### src/design/aud_settings.svh
`ifndef AUD_SETTINGS_SVH
`define AUD_SETTINGS_SVH

// SRAM and sample widths
`define AUD_ADDR_W      20
`define AUD_SAMPLE_W    16
`define AUD_SPEED_W     4

// system clocks per half bclk period, frame is 32 bclks
`define AUD_BCLK_DIV    2

// host register port
`define AUD_WB_ADR_W    2
`define AUD_REG_CTRL    2'd0
`define AUD_REG_END     2'd1
`define AUD_REG_STATUS  2'd2

`endif

### src/design/aud_pkg.sv
`default_nettype none

package aud_pkg;

    // playback engine state, also read back through STATUS[1:0]
    typedef enum logic [1:0] {
        S_IDLE      = 2'd0,
        S_PAUSE     = 2'd1,
        S_PLAY      = 2'd2,
        S_BACKTRACK = 2'd3
    } play_state_t;

    // slow play output mode, CTRL[4]
    typedef enum logic {
        INTERP_CONST  = 1'b0,  // hold each sample
        INTERP_LINEAR = 1'b1   // mix held and next sample
    } interp_mode_t;

endpackage

`default_nettype wire

### src/design/aud_ctrl_regs.sv
`default_nettype none
`timescale 1ns/1ps

`include "aud_settings.svh"

module aud_ctrl_regs (
    input  wire logic                       i_clk,
    input  wire logic                       i_rst_n,
    input  wire logic                       i_wb_cyc,
    input  wire logic                       i_wb_stb,
    input  wire logic                       i_wb_we,
    input  wire logic [`AUD_WB_ADR_W-1:0]   i_wb_adr,
    input  wire logic [31:0]                i_wb_dat,
    output logic      [31:0]                o_wb_dat,
    output logic                            o_wb_ack,
    input  wire aud_pkg::play_state_t       i_state,
    input  wire logic [`AUD_ADDR_W-1:0]     i_addr,
    output logic                            o_start,
    output logic                            o_stop,
    output logic                            o_pause,
    output logic                            o_fast,
    output aud_pkg::interp_mode_t           o_interp,
    output logic      [`AUD_SPEED_W-1:0]    o_speed,
    output logic      [`AUD_ADDR_W-1:0]     o_end_addr
);

    import aud_pkg::*;

    logic                       wb_req;
    logic                       served;    // ack already given for this stb
    logic                       ack_set;
    logic                       wr_en;
    logic [31:0]                ctrl_word;
    logic [31:0]                end_word;
    logic [31:0]                status_word;
    logic [`AUD_SPEED_W-1:0]    wr_speed;

    assign wb_req  = i_wb_cyc && i_wb_stb;
    assign ack_set = wb_req && !o_wb_ack && !served;
    assign wr_en   = o_wb_ack && wb_req && i_wb_we;
    assign wr_speed = i_wb_dat[8 +: `AUD_SPEED_W];

    always_comb begin
        ctrl_word = '0;
        ctrl_word[2] = o_pause;
        ctrl_word[3] = o_fast;
        ctrl_word[4] = o_interp;
        ctrl_word[8 +: `AUD_SPEED_W] = o_speed;
        end_word = '0;
        end_word[`AUD_ADDR_W-1:0] = o_end_addr;
        status_word = '0;
        status_word[1:0] = i_state;
        status_word[8 +: `AUD_ADDR_W] = i_addr;
    end

    always_ff @(posedge i_clk or negedge i_rst_n) begin
        if (!i_rst_n) begin
            o_wb_ack <= 1'b0;
            served   <= 1'b0;
        end else begin
            o_wb_ack <= ack_set;
            served   <= wb_req && (served || o_wb_ack);  // clears when stb drops
        end
    end

    // read data is sampled at request, valid during ack
    always_ff @(posedge i_clk) begin
        if (ack_set) begin
            case (i_wb_adr)
                `AUD_REG_CTRL:   o_wb_dat <= ctrl_word;
                `AUD_REG_END:    o_wb_dat <= end_word;
                `AUD_REG_STATUS: o_wb_dat <= status_word;
                default:         o_wb_dat <= '0;
            endcase
        end
    end

    always_ff @(posedge i_clk or negedge i_rst_n) begin
        if (!i_rst_n) begin
            o_start    <= 1'b0;
            o_stop     <= 1'b0;
            o_pause    <= 1'b0;
            o_fast     <= 1'b0;
            o_interp   <= INTERP_CONST;
            o_speed    <= '0;
            o_end_addr <= '0;
        end else begin
            o_start <= wr_en && (i_wb_adr == `AUD_REG_CTRL) && i_wb_dat[0];  // one cycle
            o_stop  <= wr_en && (i_wb_adr == `AUD_REG_CTRL) && i_wb_dat[1];
            if (wr_en && (i_wb_adr == `AUD_REG_CTRL)) begin
                o_pause  <= i_wb_dat[2];
                o_fast   <= i_wb_dat[3];
                o_interp <= interp_mode_t'(i_wb_dat[4]);
                o_speed  <= (wr_speed == '0) ? `AUD_SPEED_W'(1) : wr_speed;  // no zero divisor
            end
            if (wr_en && (i_wb_adr == `AUD_REG_END)) begin
                o_end_addr <= i_wb_dat[`AUD_ADDR_W-1:0];
            end
        end
    end

    // a single ack per strobe, and only after the strobe was seen
    ack_after_stb_a: assert property (@(posedge i_clk) disable iff (!i_rst_n)
        o_wb_ack |-> $past(i_wb_stb));

endmodule

`default_nettype wire

### src/design/aud_dsp.sv
`default_nettype none
`timescale 1ns/1ps

`include "aud_settings.svh"

module aud_dsp (
    input  wire logic                       i_clk,
    input  wire logic                       i_rst_n,
    input  wire logic                       i_start,
    input  wire logic                       i_stop,
    input  wire logic                       i_pause,
    input  wire logic                       i_fast,
    input  wire aud_pkg::interp_mode_t      i_interp,
    input  wire logic [`AUD_SPEED_W-1:0]    i_speed,
    input  wire logic [`AUD_ADDR_W-1:0]     i_end_addr,
    input  wire logic                       i_daclrck,
    input  wire logic [`AUD_SAMPLE_W-1:0]   i_sram_data,
    output logic      [`AUD_ADDR_W-1:0]     o_sram_addr,
    output logic      [`AUD_SAMPLE_W-1:0]   o_dac_data,
    output aud_pkg::play_state_t            o_state
);

    import aud_pkg::*;

    play_state_t                state_r, state_w;
    logic [`AUD_ADDR_W-1:0]     addr_r, addr_w;
    logic [`AUD_SAMPLE_W-1:0]   prev_data_r, prev_data_w;
    logic [`AUD_SAMPLE_W-1:0]   out_data_r, out_data_w;
    logic [`AUD_SPEED_W-1:0]    interp_cnt_r, interp_cnt_w;
    logic                       lrck_d;
    logic                       lrck_fall;
    logic                       backtrack;
    logic [`AUD_ADDR_W-1:0]     speed_ext;
    logic [`AUD_SAMPLE_W-1:0]   recip_prev;
    logic [`AUD_SAMPLE_W-1:0]   recip_cur;
    logic [`AUD_SPEED_W-1:0]    weight_prev;
    logic [19:0]                lin_mix;

    // value / div, upper 16 bits of value times reciprocal
    function automatic logic [15:0] recip_scale(input logic [15:0] value,
                                                input logic [3:0]  div);
        logic [15:0] k;
        logic [31:0] prod;
        case (div)
            4'd3:    k = 16'h5555;
            4'd5:    k = 16'h3333;
            4'd6:    k = 16'h2AAA;
            4'd7:    k = 16'h2492;
            4'd9:    k = 16'h1C71;
            4'd10:   k = 16'h1999;
            4'd11:   k = 16'h1745;
            4'd12:   k = 16'h1555;
            4'd13:   k = 16'h13B1;
            4'd14:   k = 16'h1249;
            4'd15:   k = 16'h1111;
            default: k = 16'h0000;
        endcase
        prod = {16'b0, value} * {16'b0, k};
        case (div)
            4'd0:    recip_scale = 16'hFFFF;
            4'd1:    recip_scale = value;
            4'd2:    recip_scale = value >> 1;
            4'd4:    recip_scale = value >> 2;
            4'd8:    recip_scale = value >> 3;
            default: recip_scale = prod[31:16];
        endcase
    endfunction

    assign lrck_fall   = lrck_d && !i_daclrck;  // start of left half
    assign backtrack   = i_fast && (i_interp == INTERP_LINEAR);
    assign speed_ext   = `AUD_ADDR_W'(i_speed);
    assign recip_prev  = recip_scale(prev_data_r, i_speed);
    assign recip_cur   = recip_scale(i_sram_data, i_speed);
    assign weight_prev = i_speed - interp_cnt_r;
    assign lin_mix     = {4'b0, recip_prev} * {16'b0, weight_prev}
                       + {4'b0, recip_cur} * {16'b0, interp_cnt_r};

    assign o_sram_addr = addr_r;
    assign o_dac_data  = out_data_r;
    assign o_state     = state_r;

    always_comb begin
        state_w      = state_r;
        addr_w       = addr_r;
        prev_data_w  = prev_data_r;
        out_data_w   = out_data_r;
        interp_cnt_w = interp_cnt_r;
        case (state_r)
            S_IDLE: begin
                out_data_w   = '0;
                prev_data_w  = '0;
                interp_cnt_w = '0;
                if (i_start) begin
                    if (backtrack) begin
                        addr_w  = i_end_addr - speed_ext;
                        state_w = S_BACKTRACK;
                    end else begin
                        prev_data_w = i_sram_data;  // word at address 0
                        addr_w      = i_fast ? speed_ext : `AUD_ADDR_W'(1);
                        state_w     = S_PLAY;
                    end
                end
            end
            S_PAUSE: begin
                out_data_w = '0;
                if (i_stop) begin
                    state_w = S_IDLE;
                    addr_w  = '0;
                end else if (!i_pause) begin
                    state_w = S_PLAY;
                end
            end
            S_PLAY: begin
                if (i_pause) begin
                    state_w = S_PAUSE;
                end else if (i_stop) begin
                    state_w = S_IDLE;
                    addr_w  = '0;
                end else if (backtrack) begin
                    state_w = S_BACKTRACK;
                end else if (lrck_fall) begin
                    if (i_fast) begin
                        addr_w      = addr_r + speed_ext;
                        out_data_w  = prev_data_r;
                        prev_data_w = i_sram_data;
                    end else begin
                        if (interp_cnt_r >= i_speed - 1'b1) begin
                            interp_cnt_w = '0;
                            addr_w       = addr_r + 1'b1;
                            prev_data_w  = i_sram_data;
                        end else begin
                            interp_cnt_w = interp_cnt_r + 1'b1;
                        end
                        if (i_interp == INTERP_CONST) begin
                            out_data_w = prev_data_r;
                        end else begin
                            out_data_w = lin_mix[`AUD_SAMPLE_W-1:0];  // truncated
                        end
                    end
                end
            end
            S_BACKTRACK: begin
                if (i_pause) begin
                    state_w = S_PAUSE;
                end else if (i_stop) begin
                    state_w = S_IDLE;
                    addr_w  = '0;
                end else if (!backtrack) begin
                    state_w = S_PLAY;
                end else if (lrck_fall) begin
                    addr_w      = addr_r - speed_ext;
                    out_data_w  = prev_data_r;
                    prev_data_w = i_sram_data;
                end
            end
            default: state_w = S_IDLE;
        endcase
    end

    always_ff @(posedge i_clk or negedge i_rst_n) begin
        if (!i_rst_n) begin
            state_r      <= S_IDLE;
            addr_r       <= '0;
            out_data_r   <= '0;
            interp_cnt_r <= '0;
            lrck_d       <= 1'b0;
        end else begin
            state_r      <= state_w;
            addr_r       <= addr_w;
            out_data_r   <= out_data_w;
            interp_cnt_r <= interp_cnt_w;
            lrck_d       <= i_daclrck;
        end
    end

    always_ff @(posedge i_clk) begin
        prev_data_r <= prev_data_w;
    end

    // address moves only on frame work or a start/stop from the host
    addr_step_a: assert property (@(posedge i_clk) disable iff (!i_rst_n)
        $changed(addr_r) |-> $past(lrck_fall) || $past(i_start) || $past(i_stop));

    idle_hold_a: assert property (@(posedge i_clk) disable iff (!i_rst_n)
        (state_r == S_IDLE) && !i_start |=> (state_r == S_IDLE));

endmodule

`default_nettype wire

### src/design/aud_dac_serializer.sv
`default_nettype none
`timescale 1ns/1ps

`include "aud_settings.svh"

module aud_dac_serializer (
    input  wire logic                       i_clk,
    input  wire logic                       i_rst_n,
    input  wire logic [`AUD_SAMPLE_W-1:0]   i_sample,
    output logic                            o_bclk,
    output logic                            o_lrck,
    output logic                            o_dat
);

    localparam int div_w = ($clog2(`AUD_BCLK_DIV) > 0) ? $clog2(`AUD_BCLK_DIV) : 1;

    logic [div_w-1:0]           div_cnt;
    logic                       div_end;
    logic                       bclk_fall;
    logic [4:0]                 bit_cnt;    // 0..15 left, 16..31 right
    logic [4:0]                 bit_nxt;
    logic [`AUD_SAMPLE_W-1:0]   sample_hold;
    logic [`AUD_SAMPLE_W-1:0]   shreg;

    assign div_end   = (div_cnt == div_w'(`AUD_BCLK_DIV - 1));
    assign bclk_fall = div_end && o_bclk;
    assign bit_nxt   = bit_cnt + 1'b1;
    assign o_lrck    = bit_cnt[4];  // low for left half
    assign o_dat     = shreg[`AUD_SAMPLE_W-1];

    always_ff @(posedge i_clk or negedge i_rst_n) begin
        if (!i_rst_n) begin
            div_cnt <= '0;
            o_bclk  <= 1'b0;
        end else if (div_end) begin
            div_cnt <= '0;
            o_bclk  <= !o_bclk;
        end else begin
            div_cnt <= div_cnt + 1'b1;
        end
    end

    always_ff @(posedge i_clk or negedge i_rst_n) begin
        if (!i_rst_n) begin
            bit_cnt     <= '0;
            sample_hold <= '0;
            shreg       <= '0;
        end else if (bclk_fall) begin
            bit_cnt <= bit_nxt;
            if (bit_nxt == 5'd0) begin
                sample_hold <= i_sample;  // engine result of the last frame
                shreg       <= i_sample;
            end else if (bit_nxt == 5'd16) begin
                shreg <= sample_hold;  // same word for the right half
            end else begin
                shreg <= shreg << 1;
            end
        end
    end

    lrck_on_bclk_fall_a: assert property (@(posedge i_clk) disable iff (!i_rst_n)
        $changed(o_lrck) |-> $fell(o_bclk));

endmodule

`default_nettype wire

### src/design/aud_player_top.sv
`default_nettype none
`timescale 1ns/1ps

`include "aud_settings.svh"

module aud_player_top (
    input  wire logic                       i_clk,
    input  wire logic                       i_rst_n,
    input  wire logic                       i_wb_cyc,
    input  wire logic                       i_wb_stb,
    input  wire logic                       i_wb_we,
    input  wire logic [`AUD_WB_ADR_W-1:0]   i_wb_adr,
    input  wire logic [31:0]                i_wb_dat,
    output logic      [31:0]                o_wb_dat,
    output logic                            o_wb_ack,
    output logic      [`AUD_ADDR_W-1:0]     o_sram_addr,
    input  wire logic [`AUD_SAMPLE_W-1:0]   i_sram_data,
    output logic                            o_dac_bclk,
    output logic                            o_dac_lrck,
    output logic                            o_dac_dat
);

    import aud_pkg::*;

    logic                       start;
    logic                       stop;
    logic                       pause;
    logic                       fast;
    interp_mode_t               interp;
    logic [`AUD_SPEED_W-1:0]    speed;
    logic [`AUD_ADDR_W-1:0]     end_addr;
    play_state_t                state;
    logic [`AUD_SAMPLE_W-1:0]   sample;

    aud_ctrl_regs u_regs (
        .i_clk      (i_clk),
        .i_rst_n    (i_rst_n),
        .i_wb_cyc   (i_wb_cyc),
        .i_wb_stb   (i_wb_stb),
        .i_wb_we    (i_wb_we),
        .i_wb_adr   (i_wb_adr),
        .i_wb_dat   (i_wb_dat),
        .o_wb_dat   (o_wb_dat),
        .o_wb_ack   (o_wb_ack),
        .i_state    (state),
        .i_addr     (o_sram_addr),  // current play position for STATUS
        .o_start    (start),
        .o_stop     (stop),
        .o_pause    (pause),
        .o_fast     (fast),
        .o_interp   (interp),
        .o_speed    (speed),
        .o_end_addr (end_addr)
    );

    aud_dsp u_dsp (
        .i_clk       (i_clk),
        .i_rst_n     (i_rst_n),
        .i_start     (start),
        .i_stop      (stop),
        .i_pause     (pause),
        .i_fast      (fast),
        .i_interp    (interp),
        .i_speed     (speed),
        .i_end_addr  (end_addr),
        .i_daclrck   (o_dac_lrck),
        .i_sram_data (i_sram_data),
        .o_sram_addr (o_sram_addr),
        .o_dac_data  (sample),
        .o_state     (state)
    );

    aud_dac_serializer u_dac (
        .i_clk    (i_clk),
        .i_rst_n  (i_rst_n),
        .i_sample (sample),
        .o_bclk   (o_dac_bclk),
        .o_lrck   (o_dac_lrck),
        .o_dat    (o_dac_dat)
    );

endmodule

`default_nettype wire

### config.mk
export PLATFORM = sky130hd
export DESIGN_NAME = aud_player_top
export DESIGN_NICKNAME = d
export VERILOG_FILES = /design/src/design/aud_pkg.sv /design/src/design/aud_ctrl_regs.sv /design/src/design/aud_dsp.sv /design/src/design/aud_dac_serializer.sv /design/src/design/aud_player_top.sv
export VERILOG_INCLUDE_DIRS = /design/src /design/src/design
export SDC_FILE = /design/constraint.sdc
export NUM_CORES = 2
export LEC_CHECK = 0
export ABC_AREA = 0
export BUFFER_PORTS_ARGS = -buffer_cell sky130_fd_sc_hd__buf_4
export CAP_MARGIN = 40
export CORE_ASPECT_RATIO = 0.9
export CORE_MARGIN = 3
export CORE_UTILIZATION = 65
export CTS_CLUSTER_SIZE = 28
export DETAILED_ROUTE_END_ITERATION = 7
export PLACE_DENSITY = 0.83
export SKIP_CTS_REPAIR_TIMING = 1
export SLEW_MARGIN = 30
export SYNTH_ARGS = -nofsm -noshare
export SYNTH_HDL_FRONTEND = slang
export SYNTH_SLANG_ARGS = --single-unit
export TNS_END_PERCENT = 20
### constraint.sdc
create_clock -name i_clk -period 14 [get_ports i_clk]
set_input_delay 2.8 -clock i_clk [delete_from_list [all_inputs] [get_ports i_clk]]
set_output_delay 2.8 -clock i_clk [all_outputs]
set_load 0.05 [all_outputs]
After elaboration in Yosys (flattened, before gate mapping)
Memory sizes are Yosys's and may differ from the RTL's.
Index checks and enable logic that the tools add are counted.
{"block": "totals", "romBits": 480, "elab_cells": 164, "out_inout_bits": 56, "reg_bits": 161, "memories": 2, "input_bits": 55}
{"name": "(no name shown)", "depth": 16, "width": 15, "read_ports": 1, "rd_clocked_by_memory_dff": 0, "wr": 0, "line": "aud_dsp.sv:44", "rtl": "case (div)"}
{"name": "(no name shown)", "depth": 16, "width": 15, "read_ports": 1, "rd_clocked_by_memory_dff": 0, "wr": 0, "line": "aud_dsp.sv:44"}
{"block": "op_classes", "n_mul": 4, "n_mux": 64, "magnitude_cmp": 1, "reduce_logical": 32, "n_eq_ne": 30, "addsub": 10}
{"operator": "$mux 16", "n": 24}
{"operator": "$mux 20", "n": 13}
{"operator": "$pmux 16 s5", "n": 2}
{"operator": "$pmux 16 s3", "n": 2}
{"operator": "$pmux 28 s3", "n": 1}
{"operator": "$pmux 20 s4", "n": 1}
{"operator": "$mul 16x16->32", "n": 2}
{"operator": "$sub 20x4->20", "n": 2}
{"operator": "$mul 16x4->16", "n": 2}
{"operator": "$mux 4", "n": 8}
{"operator": "$add 20x1->20 const B", "n": 1}
{"operator": "$add 20x4->20", "n": 1}
{"operator": "$mux 2", "n": 9}
{"operator": "$add 16x16->16", "n": 1}
{"operator": "$ne 2x2->1 const B", "n": 8}
{"operator": "$logic_and 1x1->1", "n": 13}
{"operator": "$ne 3x2->1 const B", "n": 4}
{"operator": "$reduce_and 10->1", "n": 1}
{"operator": "$reduce_and 9->1", "n": 1}
{"operator": "$logic_not 4->1", "n": 2}
{"operator": "$ne 4x3->1 const B", "n": 2}
{"operator": "$pmux 2 s4", "n": 1}
{"operator": "$pmux 4 s2", "n": 1}
{"operator": "$reduce_and 8->1", "n": 1}
{"operator": "27 further kinds", "n": 38}

Logic depth before layout (Yosys ltp)
An unclocked memory read counts as a cell.
{"block": "logic_depth", "word_depth": 12, "depth_mapped": 49}

Hierarchy
From an unflattened synthesis, not the netlist that was laid out.
{"block": "unflattened", "hier_cells": 3244, "area_unflattened_um2": 29249.3}
{"mod": "aud_dsp", "instances": 1, "cells_each": 2949, "seq_area_each_um2": 1556.5, "area_each_um2": 25039.0}
{"mod": "aud_ctrl_regs", "instances": 1, "cells_each": 155, "seq_area_each_um2": 1616.6, "area_each_um2": 2394.8}
{"mod": "aud_dac_serializer", "instances": 1, "cells_each": 140, "seq_area_each_um2": 975.9, "area_each_um2": 1815.5}

Least setup slack after synthesis
No wires, ideal clock.
{"block": "synth_timing", "kind": "input to register", "startpoint": "input i_sram_data[7]", "endpoint": "register u_dsp.out_data_r[15], in the netlist u_dsp.o_dac_data[15]", "path_stages": 41, "path_slack_ns": 1.012, "arrival_ns": 12.892, "setup_time_ns": 0.096, "path_cell_list": "buf_1 clkbuf_1 nand2_1 fa_1 inv_1 fa_1 inv_1 fa_1 inv_1 fa_1 fa_1 inv_1 fa_1 inv_1 ha_1 and4_1 nand3_1 a211o_1 [... 5 more ...] fa_1 inv_1 fa_1 fa_1 fa_1 inv_1 ha_1 a21o_1 a21oi_1 o21ai_0 o41ai_1 o21bai_1 a2111o_1 a221oi_1 xor2_1 xnor3_1 xor2_1 o31ai_1"}
{"block": "synth_via", "elab_chain_len": 11}
{"element": "start, declared", "line": "aud_player_top.sv:17", "rtl": "input wire logic [`AUD_SAMPLE_W-1:0] i_sram_data,"}
{"element": "$mul 16x16->32", "line": "aud_dsp.sv:58", "rtl": "prod = {16'b0, value} * {16'b0, k};"}
{"element": "$pmux 16 s5 *", "line": "aud_dsp.sv:59", "rtl": "case (div)"}
{"element": "$mul 16x4->16 *", "line": "aud_dsp.sv:76", "rtl": "+ {4'b0, recip_cur} * {16'b0, interp_cnt_r};"}
{"element": "$add 16x16->16 *", "line": "aud_dsp.sv:76"}
{"element": "$mux 16 *", "line": "aud_dsp.sv:134", "rtl": "if (i_interp == INTERP_CONST) begin"}
{"element": "$mux 16 *", "line": "aud_dsp.sv:122", "rtl": "if (i_fast) begin"}
{"element": "$mux 16 *", "line": "aud_dsp.sv:121", "rtl": "end else if (lrck_fall) begin"}
{"element": "$mux 16 *", "line": "aud_dsp.sv:119", "rtl": "end else if (backtrack) begin"}
{"element": "$mux 16 *", "line": "aud_dsp.sv:116", "rtl": "end else if (i_stop) begin"}
{"element": "$mux 16 *", "line": "aud_dsp.sv:114", "rtl": "if (i_pause) begin"}
{"element": "$pmux 16 s3 *", "line": "aud_dsp.sv:88", "rtl": "case (state_r)"}
{"element": "end signal, assigned", "line": "aud_dsp.sv:170", "rtl": "out_data_r <= out_data_w;"}
{"element": "end, declared", "line": "aud_dsp.sv:28", "rtl": "logic [`AUD_SAMPLE_W-1:0] out_data_r, out_data_w;"}
Every way passes the cells marked *; elsewhere a longest branch is shown, timed or not. The select of a mux whose other input is x is not followed.
A chain may end at the register's enable or synchronous reset.

Worst setup path after layout
{"block": "layout_timing", "startpoint": "input i_sram_data[11]", "endpoint": "register u_dsp.out_data_r[15], in the netlist u_dsp.o_dac_data[15]"}
Same word-level chain as after synthesis.

==> results.py <==
metrics = {
    "detailed_routing": {
        "routed_via_density": 6.05,
        "vias": 24000,
        "drt_iter0_drc": 2866,
        "avgRoutedWirePerCell_um": 20.4,
        "drt_pre_antenna_iters": 8,
        "routed_wirelength_um": 80900,
        "route.detailed.drc": 0,
        "antenna_left": 0,
    },
    "layout": {
        "fraction_of_final_layout_cells_with_drive_strength_greater_than_1_pct": 8.67,
        "nFillCells": 3293,
        "insertedDiodeCount": 0,
        "flow.area_growth_from_synthesis_pct": 7.40,
        "nNetsFinal": 4138,
    },
    "logic_synthesis": {
        "synth_area_leader_cell": "sky130_fd_sc_hd__fa_1",
        "ffs_latches_synth": 157,
        "async_flop_share_pct": 72.0,
        "post_synth_main_area_contributors": "sky130_fd_sc_hd__fa_1 (30%), sky130_fd_sc_hd__ha_1 (12%), sky130_fd_sc_hd__dfrtp_1 (9.7%), sky130_fd_sc_hd__inv_1 (8.1%), sky130_fd_sc_hd__and2_1 (5.6%)",
        "synthesis.area_per_instance_um2": 8.66,
        "yosys_warnings": 0,
        "post_synth_inst_count": 3350,
        "synthesis.area_um2": 29000,
        "synth-edff-count": 44,
        "netlist.area_leader.share_pct": 30.3,
        "synth.yosys.seq_area_share_pct": 14.3,
        "yosysUniqueCellTypes": 78,
        "synth_ff_type": "sky130_fd_sc_hd__dfrtp_1",
    },
    "clocking": {
        "clock_path_buffers": 2,
        "clkTransAtPathRegs_ns": 0.06,
        "ctsRootBufferMaster": "sky130_fd_sc_hd__clkbuf_16",
        "clock_insertion_delay_worst_skew_ns": 0.46,
        "tritoncts": "built",
        "h_tree_levels": 4,
        "cts_num_sinks": 157,
        "cts_made_buffers": 17,
    },
    "job": {
        "timing.max_cap.violations": 0,
    },
    "die": {
        "fp.dieW_um": 229,
        "floorplan.initialDensity_pct": 66.7,
        "floorplan.die.height_um": 206,
        "floorplan.io_pins": 111,
        "placement_rows": 72,
        "die_area_um2": 47200,
        "placeableCoreArea_um2": 43500,
    },
    "power_and_ir_drop": {
        "power.leakage_nw": 16.1,
        "ir_worst_vdd_mv": 0.124,
        "power_density_nw_per_um2": 156,
    },
    "worst_setup_path": {
        "critical_path.slowest_cell": "sky130_fd_sc_hd__fa_1",
        "critical_path_arrival_ns": 13.78,
        "cp-end-kind": "register",
        "regToRegSetupSlack_ns": 0.74,
        "worstSetupStartpointType": "input pin",
        "timing_worst_setup_path_type": "input pin to register",
        "worst-path-max-fanout": 18,
        "crit_required_ns": 14.36,
        "timing.critical_path.mode_cell": "sky130_fd_sc_hd__fa_1",
        "worst_path_largest_cell_delay_ns": 0.58,
    },
    "timing": {
        "tns_ns": 0,
        "finalHoldWorstSlack_ns": 0.476,
        "finalWorstPathRequiredPeriod_ns": 13.42,
        "worst_tran_pin_value_ns": 0.921,
        "finClkSkew_ns": 0.0167,
        "min_period_over_period_pct": 95.9,
        "slew_headroom_pct": 38.6,
        "setup_viol": 0,
        "grt_setup_unrepaired": "no",
        "final-hold-violation-count": 0,
        "finalMaxSlewViolations": 0,
        "fmaxAchievable_mhz": 74.5,
    },
    "global_routing": {
        "track_usage_pct": 35.1,
        "overflow": 0,
        "antenna_found_initial": 1,
        "first_global_vias": 25500,
        "maximum_number_of_pins_on_one_net_before_global_route_repair": 63,
        "grt_pass1_wl_um": 131000,
    },
    "placement": {
        "place.port_buffers": 94,
        "place.gp.congestion": 1.00,
        "hpwlAfterDp_um": 63000,
    },
    "min_path": {
        "min_path_type": "register to register",
    },
    "status": {
        "status": "complete, no violations",
    },
}
==> cell usage in the layout (no fill, tap or decap), drive strengths merged, types with 23 or more instances in the layout <==
cell	netlist	layout
inv	624	630
fa	439	439
nand2	388	388
ha	276	276
and2	260	260
buf	19	177
nor2	169	169
a21oi	125	125
o21ai	119	119
dfrtp	113	113
nand3	55	55
xnor2	50	50
a22oi	45	45
edfxtp	44	44
nor3	37	37
xor2	35	35
mux2	31	31
a21o	30	30
nor2b	30	30
o22ai	23	23
==> metal layers <==
metal,track usage [%],vias to the layer above,wire [um]
li1,-,10600,-
met1,45.9,11900,31600
met2,58.8,1256,38700
met3,6.52,260,7530
met4,13.6,0,3030
met5,0,-,0
==> critical path, delay by kind of cell <==
family	cells	cell delay, ns
compound gates	13	3.29
xor+xnor	4	0.80
fa+ha+maj	12	5.55
buf+inv	7	0.74
simple gates	2	0.61
==> stage by stage <==
step,util (%),instances,cell area (um2),setup WS (ns),power (mW)
global placement,69.8,3926,30400,0.361,4.12
finish,71.6,3973,31200,0.578,4.85
CTS,71.2,3961,31000,0.651,4.74
global route,71.6,3973,31200,0.0744,5.31
floorplan,-,3353,29000,1.01,3.19
detailed placement,69.9,3929,30400,0.234,4.24
==> sequential cells by signal (all words and copies together) (netlist names), 2 cells and up <==
name,count
u_dac.bit_cnt,5
u_dsp.interp_cnt_r,4
u_regs.o_end_addr,20
u_dsp.o_sram_addr,20
u_dsp.o_dac_data,16
u_regs.o_speed,4
u_dsp.prev_data_r,16
u_dsp.o_state,2
u_regs.o_wb_dat,28
u_dac.sample_hold,16
u_dac.shreg,16
==> Yosys cell counts, types with 6 or more instances <==
| cell | number |
|---|---|
| sky130_fd_sc_hd__a22oi_1 | 45 |
| sky130_fd_sc_hd__mux2_2 | 30 |
| sky130_fd_sc_hd__nand2b_1 | 20 |
| sky130_fd_sc_hd__a221o_1 | 7 |
| sky130_fd_sc_hd__a211oi_1 | 11 |
| sky130_fd_sc_hd__o31ai_1 | 14 |
| sky130_fd_sc_hd__nand4_1 | 16 |
| sky130_fd_sc_hd__nor3_1 | 36 |
| sky130_fd_sc_hd__a21o_1 | 30 |
| sky130_fd_sc_hd__xnor2_1 | 50 |
| sky130_fd_sc_hd__or2_2 | 22 |
| sky130_fd_sc_hd__and2_1 | 260 |
| sky130_fd_sc_hd__dfrtp_1 | 113 |
| sky130_fd_sc_hd__nor2_1 | 169 |
| sky130_fd_sc_hd__mux2i_1 | 16 |
| sky130_fd_sc_hd__o21bai_1 | 10 |
| sky130_fd_sc_hd__a211o_1 | 6 |
| sky130_fd_sc_hd__nand2_1 | 388 |
| sky130_fd_sc_hd__ha_1 | 276 |
| sky130_fd_sc_hd__nor2b_1 | 30 |
| sky130_fd_sc_hd__nand3_1 | 55 |
| sky130_fd_sc_hd__o21ai_0 | 116 |
| sky130_fd_sc_hd__o21a_1 | 12 |
| sky130_fd_sc_hd__fa_1 | 439 |
| sky130_fd_sc_hd__o22ai_1 | 23 |
| sky130_fd_sc_hd__inv_1 | 624 |
| sky130_fd_sc_hd__edfxtp_1 | 44 |
| sky130_fd_sc_hd__a221oi_1 | 8 |
| sky130_fd_sc_hd__a31oi_1 | 10 |
| sky130_fd_sc_hd__buf_1 | 12 |
| sky130_fd_sc_hd__clkbuf_1 | 159 |
| sky130_fd_sc_hd__a21oi_1 | 125 |
| sky130_fd_sc_hd__o211ai_1 | 6 |
| sky130_fd_sc_hd__xor2_1 | 35 |
| sky130_fd_sc_hd__and3_1 | 22 |
| sky130_fd_sc_hd__a22o_1 | 18 |
| sky130_fd_sc_hd__nor4_1 | 11 |
==> report_power, final <==
group          switching [mW]  leakage (nW)  total [mW]  internal (mW)
sequential             0.0953          1.98       0.625          0.530
clock                   0.212         0.287       0.477          0.265
combinational            2.36          13.8        3.74           1.39
==> cell type report <==
type,instances,area [um2],share of cell area [%]
Multi-Input combinational cell,2389,21900,70.3
Sequential cell,157,4150,13.3
Inverter,625,2350,7.53
Timing Repair Buffer,178,1420,4.56
Tap cell,592,741,2.38
Clock buffer,20,468,1.50
Clock inverter,12,125,0.402
==> cell families after synthesis <==
kind of cell	Yosys count	share of synthesized area [%]
xor+xnor	87	2.72
compound gates	485	10.9
mux	48	1.82
buf+inv	807	10.5
flops	157	14.3
fa+ha+maj	715	42.2
other cells	1	0.0129
simple gates	1050	17.6
==> path summary, 6_finish.rpt <==
check	start	end	depth (start not counted)
hold / removal	u_dac.div_cnt	u_dac.div_cnt	1
hold reg to reg	u_dac.div_cnt	u_dac.div_cnt	1
setup / recovery	i_sram_data[11]	u_dsp.o_dac_data[15]	38
setup reg to reg	u_regs.o_speed[2]	u_dsp.o_dac_data[15]	43
min in group asynchronous	i_rst_n	u_dac.sample_hold[4]	1
max in group asynchronous	i_rst_n	u_dsp.o_sram_addr[3]	3
Note: power is estimated with default switching activity, not from simulation.
